===== config.mk =====
export PLATFORM = sky130hd
export DESIGN_NAME = aipTop
export DESIGN_NICKNAME = d
export VERILOG_FILES = /design/src/common/aipPkg.sv /design/src/common/aipHostIf.sv /design/src/verilog/aipDualPortRam.sv /design/src/verilog/aipConfigRegs.sv /design/src/verilog/aipStatus.sv /design/src/verilog/aipCtrl.sv /design/src/verilog/aipTop.sv
export SDC_FILE = /design/constraint.sdc
export NUM_CORES = 2
export LEC_CHECK = 0
export BUFFER_PORTS_ARGS = -buffer_cell sky130_fd_sc_hd__buf_2
export CORE_AREA = 10 10 672 476
export CTS_CLUSTER_DIAMETER = 200
export CTS_CLUSTER_SIZE = 10
export DETAILED_ROUTE_END_ITERATION = 8
export DIE_AREA = 0 0 682 486
export PLACE_DENSITY = 0.73
export SLEW_MARGIN = 20
export SYNTH_ARGS = -nofsm -noshare
export SYNTH_HDL_FRONTEND = slang
export SYNTH_HIERARCHICAL = 1
export SYNTH_MEMORY_MAX_BITS = 65536
export SYNTH_SLANG_ARGS = --single-unit
export TNS_END_PERCENT = 50

===== constraint.sdc =====
create_clock -name clk -period 4.4 [get_ports clk]
set_input_delay 0.44 -clock clk [delete_from_list [all_inputs] [get_ports clk]]
set_output_delay 0.44 -clock clk [all_outputs]
set_load 0.01 [all_outputs]

===== src/common/aipPkg.sv =====
package aipPkg;

  // Bus and field widths
  localparam int dataWidth   = 32;
  localparam int codeWidth   = 5;
  localparam int statusWidth = 8;
  localparam int ptrWidth    = 16;  // Pointer field in the low data bits

  // Storage sizes
  localparam int memInDepth   = 4;
  localparam int memOutDepth  = 128;
  localparam int confRegCount = 4;

  localparam int memInAddrWidth  = $clog2(memInDepth);
  localparam int memOutAddrWidth = $clog2(memOutDepth);
  localparam int confAddrWidth   = $clog2(confRegCount);

  localparam logic [dataWidth-1:0] ipId = 32'h00001006;

  // Register codes
  localparam logic [codeWidth-1:0] codeMemInData  = 5'd0;
  localparam logic [codeWidth-1:0] codeMemInPtr   = 5'd1;
  localparam logic [codeWidth-1:0] codeMemOutData = 5'd2;
  localparam logic [codeWidth-1:0] codeMemOutPtr  = 5'd3;
  localparam logic [codeWidth-1:0] codeConfData   = 5'd4;
  localparam logic [codeWidth-1:0] codeConfPtr    = 5'd5;
  localparam logic [codeWidth-1:0] codeStart      = 5'd6;
  localparam logic [codeWidth-1:0] codeStatus     = 5'd30;
  localparam logic [codeWidth-1:0] codeId         = 5'd31;

  typedef logic [dataWidth-1:0] wordT;

endpackage


===== src/common/aipHostIf.sv =====
`timescale 1ns/1ps

interface aipHostIf;
  import aipPkg::*;

  logic                 writeStb;
  logic                 readStb;
  logic [codeWidth-1:0] code;
  wordT                 data;

  // Decode side sees the whole access
  modport ctrl (
    input writeStb,
    input readStb,
    input code,
    input data
  );

  modport sink (
    input data  // Enables come from decode
  );

endinterface


===== src/verilog/aipDualPortRam.sv =====
`timescale 1ns/1ps

module aipDualPortRam #(
  parameter int depth     = 4,
  parameter int addrWidth = $clog2(depth)
) (
  input  logic                 clk,
  input  logic                 wrEn_i,
  input  logic [addrWidth-1:0] wrAddr_i,
  input  aipPkg::wordT         wrData_i,
  input  logic [addrWidth-1:0] rdAddr_i,
  output aipPkg::wordT         rdData_o
);
  import aipPkg::*;

  wordT mem [depth];

  always_ff @(posedge clk) begin
    if (wrEn_i)
      mem[wrAddr_i] <= wrData_i;
  end

  assign rdData_o = mem[rdAddr_i];  // Async read

  // Writes stay inside the array
  assert property (@(posedge clk) wrEn_i |-> (int'(wrAddr_i) < depth));

endmodule


===== src/verilog/aipConfigRegs.sv =====
`timescale 1ns/1ps

module aipConfigRegs (
  input  logic                                              clk,
  input  logic                                              rst,
  input  logic                                              en_i,
  aipHostIf.sink                                            host,
  input  logic                                              wrEn_i,
  input  logic [aipPkg::confAddrWidth-1:0]                  wrAddr_i,
  output logic [aipPkg::confRegCount*aipPkg::dataWidth-1:0] regs_o
);
  import aipPkg::*;

  wordT regs [confRegCount];

  always_ff @(posedge clk or negedge rst) begin
    if (!rst) begin
      for (int i = 0; i < confRegCount; i++)
        regs[i] <= '0;
    end else if (en_i && wrEn_i) begin
      regs[wrAddr_i] <= host.data;
    end
  end

  // Register 0 lands in the low word
  always_comb begin
    for (int i = 0; i < confRegCount; i++)
      regs_o[i*dataWidth +: dataWidth] = regs[i];
  end

endmodule


===== src/verilog/aipStatus.sv =====
`timescale 1ns/1ps

module aipStatus (
  input  logic                           clk,
  input  logic                           rst,
  input  logic                           en_i,
  aipHostIf.sink                         host,
  input  logic                           wrEn_i,
  input  logic [aipPkg::statusWidth-1:0] coreStatus_i,
  input  logic                           coreDone_i,
  output aipPkg::wordT                   statusWord_o,
  output logic                           intReq_o
);
  import aipPkg::*;

  logic [statusWidth-1:0] flags;
  logic [statusWidth-1:0] mask;
  logic                   doneQ;
  logic                   doneEdge;
  logic [statusWidth-1:0] clrFlags;
  logic [statusWidth-1:0] setFlags;

  assign doneEdge = coreDone_i && !doneQ;
  assign clrFlags = wrEn_i ? host.data[15:8] : '0;
  assign setFlags = {{(statusWidth-1){1'b0}}, doneEdge};  // Only flag 0 in use

  always_ff @(posedge clk or negedge rst) begin
    if (!rst) begin
      flags <= '0;
      mask  <= '0;
      doneQ <= 1'b0;
    end else if (en_i) begin
      doneQ <= coreDone_i;
      flags <= (flags & ~clrFlags) | setFlags;  // New edge wins over clear
      if (wrEn_i)
        mask <= host.data[23:16];
    end
  end

  assign statusWord_o = {8'h00, mask, flags, coreStatus_i};

  assign intReq_o = |(flags & mask);

  assert property (@(posedge clk) disable iff (!rst) !$isunknown(intReq_o));

endmodule


===== src/verilog/aipCtrl.sv =====
`timescale 1ns/1ps

module aipCtrl (
  input  logic                               clk,
  input  logic                               rst,
  input  logic                               en_i,
  aipHostIf.ctrl                             host,
  output logic                               memInWrEn_o,
  output logic [aipPkg::memInAddrWidth-1:0]  memInWrAddr_o,
  output logic [aipPkg::memOutAddrWidth-1:0] memOutRdAddr_o,
  input  aipPkg::wordT                       memOutRdData_i,
  output logic                               confWrEn_o,
  output logic [aipPkg::confAddrWidth-1:0]   confWrAddr_o,
  output logic                               statusWrEn_o,
  input  aipPkg::wordT                       statusWord_i,
  output logic                               startCore_o,
  output aipPkg::wordT                       dataOut_o
);
  import aipPkg::*;

  logic [ptrWidth-1:0] ptrField;
  logic [ptrWidth-1:0] memInPtr;
  logic [ptrWidth-1:0] memOutPtr;
  logic [ptrWidth-1:0] confPtr;
  logic                startQ;

  logic wrMemInData;
  logic wrMemInPtr;
  logic rdMemOutData;
  logic wrMemOutPtr;
  logic wrConfData;
  logic wrConfPtr;
  logic wrStart;

  assign ptrField = host.data[ptrWidth-1:0];

  // Code decode
  assign wrMemInData  = host.writeStb && (host.code == codeMemInData);
  assign wrMemInPtr   = host.writeStb && (host.code == codeMemInPtr);
  assign rdMemOutData = host.readStb && (host.code == codeMemOutData);
  assign wrMemOutPtr  = host.writeStb && (host.code == codeMemOutPtr);
  assign wrConfData   = host.writeStb && (host.code == codeConfData);
  assign wrConfPtr    = host.writeStb && (host.code == codeConfPtr);
  assign wrStart      = en_i && host.writeStb && (host.code == codeStart);

  assign memInWrEn_o  = en_i && wrMemInData;  // RAM has no enable of its own
  assign confWrEn_o   = wrConfData;
  assign statusWrEn_o = host.writeStb && (host.code == codeStatus);

  assign memInWrAddr_o  = memInPtr[memInAddrWidth-1:0];
  assign memOutRdAddr_o = memOutPtr[memOutAddrWidth-1:0];
  assign confWrAddr_o   = confPtr[confAddrWidth-1:0];

  always_ff @(posedge clk or negedge rst) begin
    if (!rst) begin
      memInPtr  <= '0;
      memOutPtr <= '0;
      confPtr   <= '0;
    end else if (en_i) begin
      if (wrMemInPtr)
        memInPtr <= ptrField;
      else if (wrMemInData)
        memInPtr <= memInPtr + 1'b1;

      // Output pointer advances on reads
      if (wrMemOutPtr)
        memOutPtr <= ptrField;
      else if (rdMemOutData)
        memOutPtr <= memOutPtr + 1'b1;

      if (wrConfPtr) begin
        confPtr <= ptrField;
      end else if (wrConfData) begin
        if (confPtr >= ptrWidth'(confRegCount - 1))
          confPtr <= '0;  // Wrap at bank size
        else
          confPtr <= confPtr + 1'b1;
      end
    end
  end

  // Start pulse lasts one cycle and falls when en drops
  always_ff @(posedge clk or negedge rst) begin
    if (!rst)
      startQ <= 1'b0;
    else
      startQ <= wrStart;
  end

  assign startCore_o = startQ;

  // Readback select
  always_comb begin
    case (host.code)
      codeMemOutData: dataOut_o = memOutRdData_i;
      codeStatus:     dataOut_o = statusWord_i;
      codeId:         dataOut_o = ipId;
      default:        dataOut_o = '0;
    endcase
  end

  // Host never reads and writes in one cycle
  assert property (@(posedge clk) disable iff (!rst)
    !(host.readStb && host.writeStb));

endmodule


===== src/verilog/aipTop.sv =====
`timescale 1ns/1ps

module aipTop (
  input  logic                                         clk,
  input  logic                                         rst,
  input  logic                                         en_i,
  // Host bus
  input  logic [aipPkg::codeWidth-1:0]                 code_i,
  input  logic                                         readStb_i,
  input  logic                                         writeStb_i,
  input  aipPkg::wordT                                 dataIn_i,
  output aipPkg::wordT                                 dataOut_o,
  output logic                                         intReq_o,
  // Core side
  input  logic [aipPkg::memInAddrWidth-1:0]            coreRdAddr_i,
  output aipPkg::wordT                                 coreRdData_o,
  input  logic                                         coreWrEn_i,
  input  logic [aipPkg::memOutAddrWidth-1:0]           coreWrAddr_i,
  input  aipPkg::wordT                                 coreWrData_i,
  output logic [aipPkg::confRegCount*aipPkg::dataWidth-1:0] confRegs_o,
  input  logic [aipPkg::statusWidth-1:0]               coreStatus_i,
  input  logic                                         coreDone_i,
  output logic                                         startCore_o
);
  import aipPkg::*;

  aipHostIf host ();

  logic                       memInWrEn;
  logic [memInAddrWidth-1:0]  memInWrAddr;
  logic [memOutAddrWidth-1:0] memOutRdAddr;
  wordT                       memOutRdData;
  logic                       confWrEn;
  logic [confAddrWidth-1:0]   confWrAddr;
  logic                       statusWrEn;
  wordT                       statusWord;

  assign host.writeStb = writeStb_i;
  assign host.readStb  = readStb_i;
  assign host.code     = code_i;
  assign host.data     = dataIn_i;

  aipCtrl u_ctrl (
    .clk            (clk),
    .rst            (rst),
    .en_i           (en_i),
    .host           (host.ctrl),
    .memInWrEn_o    (memInWrEn),
    .memInWrAddr_o  (memInWrAddr),
    .memOutRdAddr_o (memOutRdAddr),
    .memOutRdData_i (memOutRdData),
    .confWrEn_o     (confWrEn),
    .confWrAddr_o   (confWrAddr),
    .statusWrEn_o   (statusWrEn),
    .statusWord_i   (statusWord),
    .startCore_o    (startCore_o),
    .dataOut_o      (dataOut_o)
  );

  // Host writes, core reads
  aipDualPortRam #(.depth(memInDepth)) memIn (
    .clk      (clk),
    .wrEn_i   (memInWrEn),
    .wrAddr_i (memInWrAddr),
    .wrData_i (dataIn_i),
    .rdAddr_i (coreRdAddr_i),
    .rdData_o (coreRdData_o)
  );

  // Core writes, host reads
  aipDualPortRam #(.depth(memOutDepth)) memOut (
    .clk      (clk),
    .wrEn_i   (coreWrEn_i),
    .wrAddr_i (coreWrAddr_i),
    .wrData_i (coreWrData_i),
    .rdAddr_i (memOutRdAddr),
    .rdData_o (memOutRdData)
  );

  aipConfigRegs u_confRegs (
    .clk      (clk),
    .rst      (rst),
    .en_i     (en_i),
    .host     (host.sink),
    .wrEn_i   (confWrEn),
    .wrAddr_i (confWrAddr),
    .regs_o   (confRegs_o)
  );

  aipStatus u_status (
    .clk          (clk),
    .rst          (rst),
    .en_i         (en_i),
    .host         (host.sink),
    .wrEn_i       (statusWrEn),
    .coreStatus_i (coreStatus_i),
    .coreDone_i   (coreDone_i),
    .statusWord_o (statusWord),
    .intReq_o     (intReq_o)
  );

endmodule


==> results.toml <==
[outcome]
status = "finished with violations"
violations = "setup timing"

[synthesis]
yosysWarningCount = 6
synth_seq_cells = 4395
netlist_top_cells_area = "edfxtp_1, mux4_2, dfrtp_1, mux2_2, clkbuf_1"
synth-edff-count = 4224
netlist_area_mm2 = 0.168
synth-main-ff-cell = "edfxtp_1"
ys_seq_area_share_pct = 78.1
ys_types = 62
avgSynthCellArea_um2 = 25.2
yosysTopAreaCell = "edfxtp_1"
synthArstFlopShare_pct = 3.89
yosys.area.top_type_share_pct = 75.6
synthCells = 6668

[critical_path]
endpoint_kind = "output port"
max_stage_delay_ps = 710
rrSetupSlack_ps = 2010
worstReg2RegStart = "u_ctrl/memOutPtr[0]"
worstPathRequired_ps = 3960
r2r-end = "u_ctrl/memOutPtr[6]"
cp.buffers_inverters = 5
path_cells = "buf_12 -> buf_16 -> buf_16 -> buf_16 -> mux4_2 -> mux4_2 -> mux4_2 -> mux2_4 -> a22o_1 -> buf_2"
cp.arrival_ps = 4680
path_delay_family = "multiplexers"
critPathSlowestCell = "mux4_2"
reg2reg_depth = 10
crit_type = "reg -> out"
start_kind = "register"
crit_fanout = 8

[min_path]
holdCritPathClass = "in -> reg"
holdPathEnd = "memOut/mem[66][14]"
min-delay-start = "coreWrData_i[14]"
holdPathStages = 1

[timing]
fin_crit_sh_pct = 116
whs_ps = 32.4
fin_skew_ps = 30.0
fin_crit_ps = 5120
hold_viol_final = 0
fmax_ghz = 0.195
worst_slack_ps = -720
rsz0062_at_grt = "true"
tightestPinTransition_ps = 1230
relSlewSlack_pct = 18.2
setup_violations = 32
drv_slew = 0

[die]
core_area_mm2 = 0.308
dieHeight_um = 486
die_x_um = 682
placementRows = 171
start_util_pct = 54.5
num_io_pins = 287
dieArea_mm2 = 0.331

[pwr]
combPwrFrac_pct = 16.4
switching_share_pct = 25.0
power_density_mw_per_mm2 = 504
leakage_nw = 61.8
pwr-share-clk_pct = 35.9
p_int_mw = 72.9
seqPwrFrac_pct = 47.7
ir_drop_mv = 0.406
p_sw_mw = 24.3

[global_routing]
grt_pass1_wl_um = 672000
gr-total-overflow = 0
grt_max_degree = 101
gr-usage-all-layers_pct = 29.1
antenna_found_initial = 83
grt_pass1_vias = 83390

[final_layout]
drive_gt1_share_pct = 38.1
final_area_mm2 = 0.193
instances_no_fill = 11752
syn_to_final_growth_pct = 15.0
fin_util_pct = 62.7
nets = 7646

[routing]
drt_iter0_drc = 15695
vias = 83460
firstDrtPassIters = 6
remaining_drc_errors = 0
ant_nets = 0
via_per_inst = 7.10
wl_per_cell_um = 41.7
drt_wl_total_um = 490000

[clock_network]
cts-root-buf = "clkbuf_16"
cts-buffers-inserted = 481
path_clk_slew_ps = 60
clk_latency_ps = 950
cts_tree = "done"
clock-sinks = 4395
clock_path_buffers = 4
htreeDepth = 5

[placement]
dpl_cell_area_mm2 = 0.178
dpl.hpwl_um = 261000
dpl.cell_count = 10995
portBuffers = 286
place.gp.congestion = 0.869

[flow_run]
drv_cap = 0
==> metrics by stage <==
| step | setup TNS (ps) | power, mW | setup slack (ps) |
|---|---|---|---|
| 2_1_floorplan | 0 | 55.2 | 248 |
| 3_3_place_gp | 0 | 61.0 | 43.4 |
| 3_5_place_dp | 0 | 61.2 | 46.2 |
| 4_1_cts | -21310 | 96.4 | -747 |
| 5_1_grt | -22120 | 99.3 | -741 |
| 6_report | -21260 | 97.2 | -720 |
==> cell usage after synthesis (all sizes together) (9+ instances only) <==
master,instances
buf,183
dfrtp,171
o21ai,10
nand3,24
nor2b,9
nand2,37
nor2,136
clkbuf,186
a21oi,9
mux4,1376
edfxtp,4224
mux2,169
a22o,34
nor3,13
==> metal layers <==
| metal | wire length (µm) | share of wire, % | global-route usage, % | vias up |
|---|---|---|---|---|
| met3 | 84900 | 17 | 11.9 | 1093 |
| li1 | - | - | - | 30643 |
| met1 | 164000 | 33 | 40.4 | 44035 |
| met2 | 223000 | 45 | 42.6 | 7623 |
| met4 | 18000 | 3.7 | 9.24 | 66 |
| met5 | 450 | 0.092 | 0 | - |
==> timing repair <==
action                                  CTS  global route
hold buffers                             46             4
resized for setup                        56            47
gates cloned                             24            17
pin swaps                                 0             2
buffers inserted                         31            12
endpoints found under the hold margin   477            97
endpoints found under the setup margin   32            32
==> registers in the layout, indices dropped and copies added, names as in the netlist <==
register,cells
memOut/mem,4096
u_status/mask,8
u_ctrl/memOutPtr,7
u_ctrl/confPtr,16
u_confRegs/regs_o,128
u_status/doneQ,1
u_ctrl/startCore_o,1
u_ctrl/memInPtr,2
memIn/mem,128
u_status/flags,8
==> cell families after synthesis <==
logic type / synth area share [%]
other: 0.00223
buffers and inverters: 1.03
flip-flops: 78.1
AO/OA/AOI/OAI: 0.427
multiplexers: 19.6
adder cells (fa/ha/maj): 0.0149
AND/OR/NAND/NOR: 0.764
==> how the worst max path moves through the flow <==
| stage | start | endpoint | depth (start not counted) |
|---|---|---|---|
| after floorplan | code_i[1] | memIn/mem[0][0] | 4 |
| after global placement | u_ctrl/memOutPtr[0] | dataOut_o[4] | 9 |
| after detailed placement | u_ctrl/memOutPtr[0] | dataOut_o[4] | 9 |
| after CTS | u_ctrl/memOutPtr[0] | dataOut_o[5] | 10 |
| after global routing | u_ctrl/memOutPtr[0] | dataOut_o[25] | 11 |
| final | u_ctrl/memOutPtr[0] | dataOut_o[5] | 10 |
==> power groups by stage <==
stage          registers, mW  clock network [mW]  logic, mW
2_1_floorplan           47.1                   0       8.12
3_3_place_gp            47.2                   0       13.9
3_5_place_dp            47.2                   0       14.1
4_1_cts                 46.3                34.9       15.1
5_1_grt                 46.3                36.6       16.4
6_report                46.3                34.9       16.0
==> placed cells by master, fill, tap and decap left out, types with 9 or more instances in the layout <==
cell type | synthesis | layout
buf_6 | 10 | 23
dfrtp_1 | 171 | 164
mux4_2 | 1374 | 1374
a22o_1 | 34 | 32
bufbuf_16 | 0 | 10
clkbuf_1 | 185 | 89
edfxtp_1 | 4224 | 4224
mux2_2 | 164 | 154
nor3_2 | 0 | 9
nand2_1 | 37 | 34
diode_2 | 0 | 26
nor2b_1 | 9 | 9
buf_12 | 3 | 85
nor2_1 | 134 | 14
a21oi_1 | 9 | 9
buf_2 | 97 | 249
dlygate4sd3_1 | 0 | 50
buf_4 | 22 | 273
mux2_4 | 3 | 13
nor2_4 | 1 | 120
clkbuf_16 | 0 | 502
buf_16 | 0 | 53
nand3_1 | 24 | 20
==> layout make-up <==
type,count,area [µm²]
fillers,19305,115000
multi-input cells,1908,36000
repair buffers,762,7990
inverters,3,11.3
clock inverters,18,243
diodes,26,65.1
flip-flops and latches,4395,131000
clock buffers,575,12500
well taps,4065,5090
No activity file was read; power rests on OpenSTA's default activity.
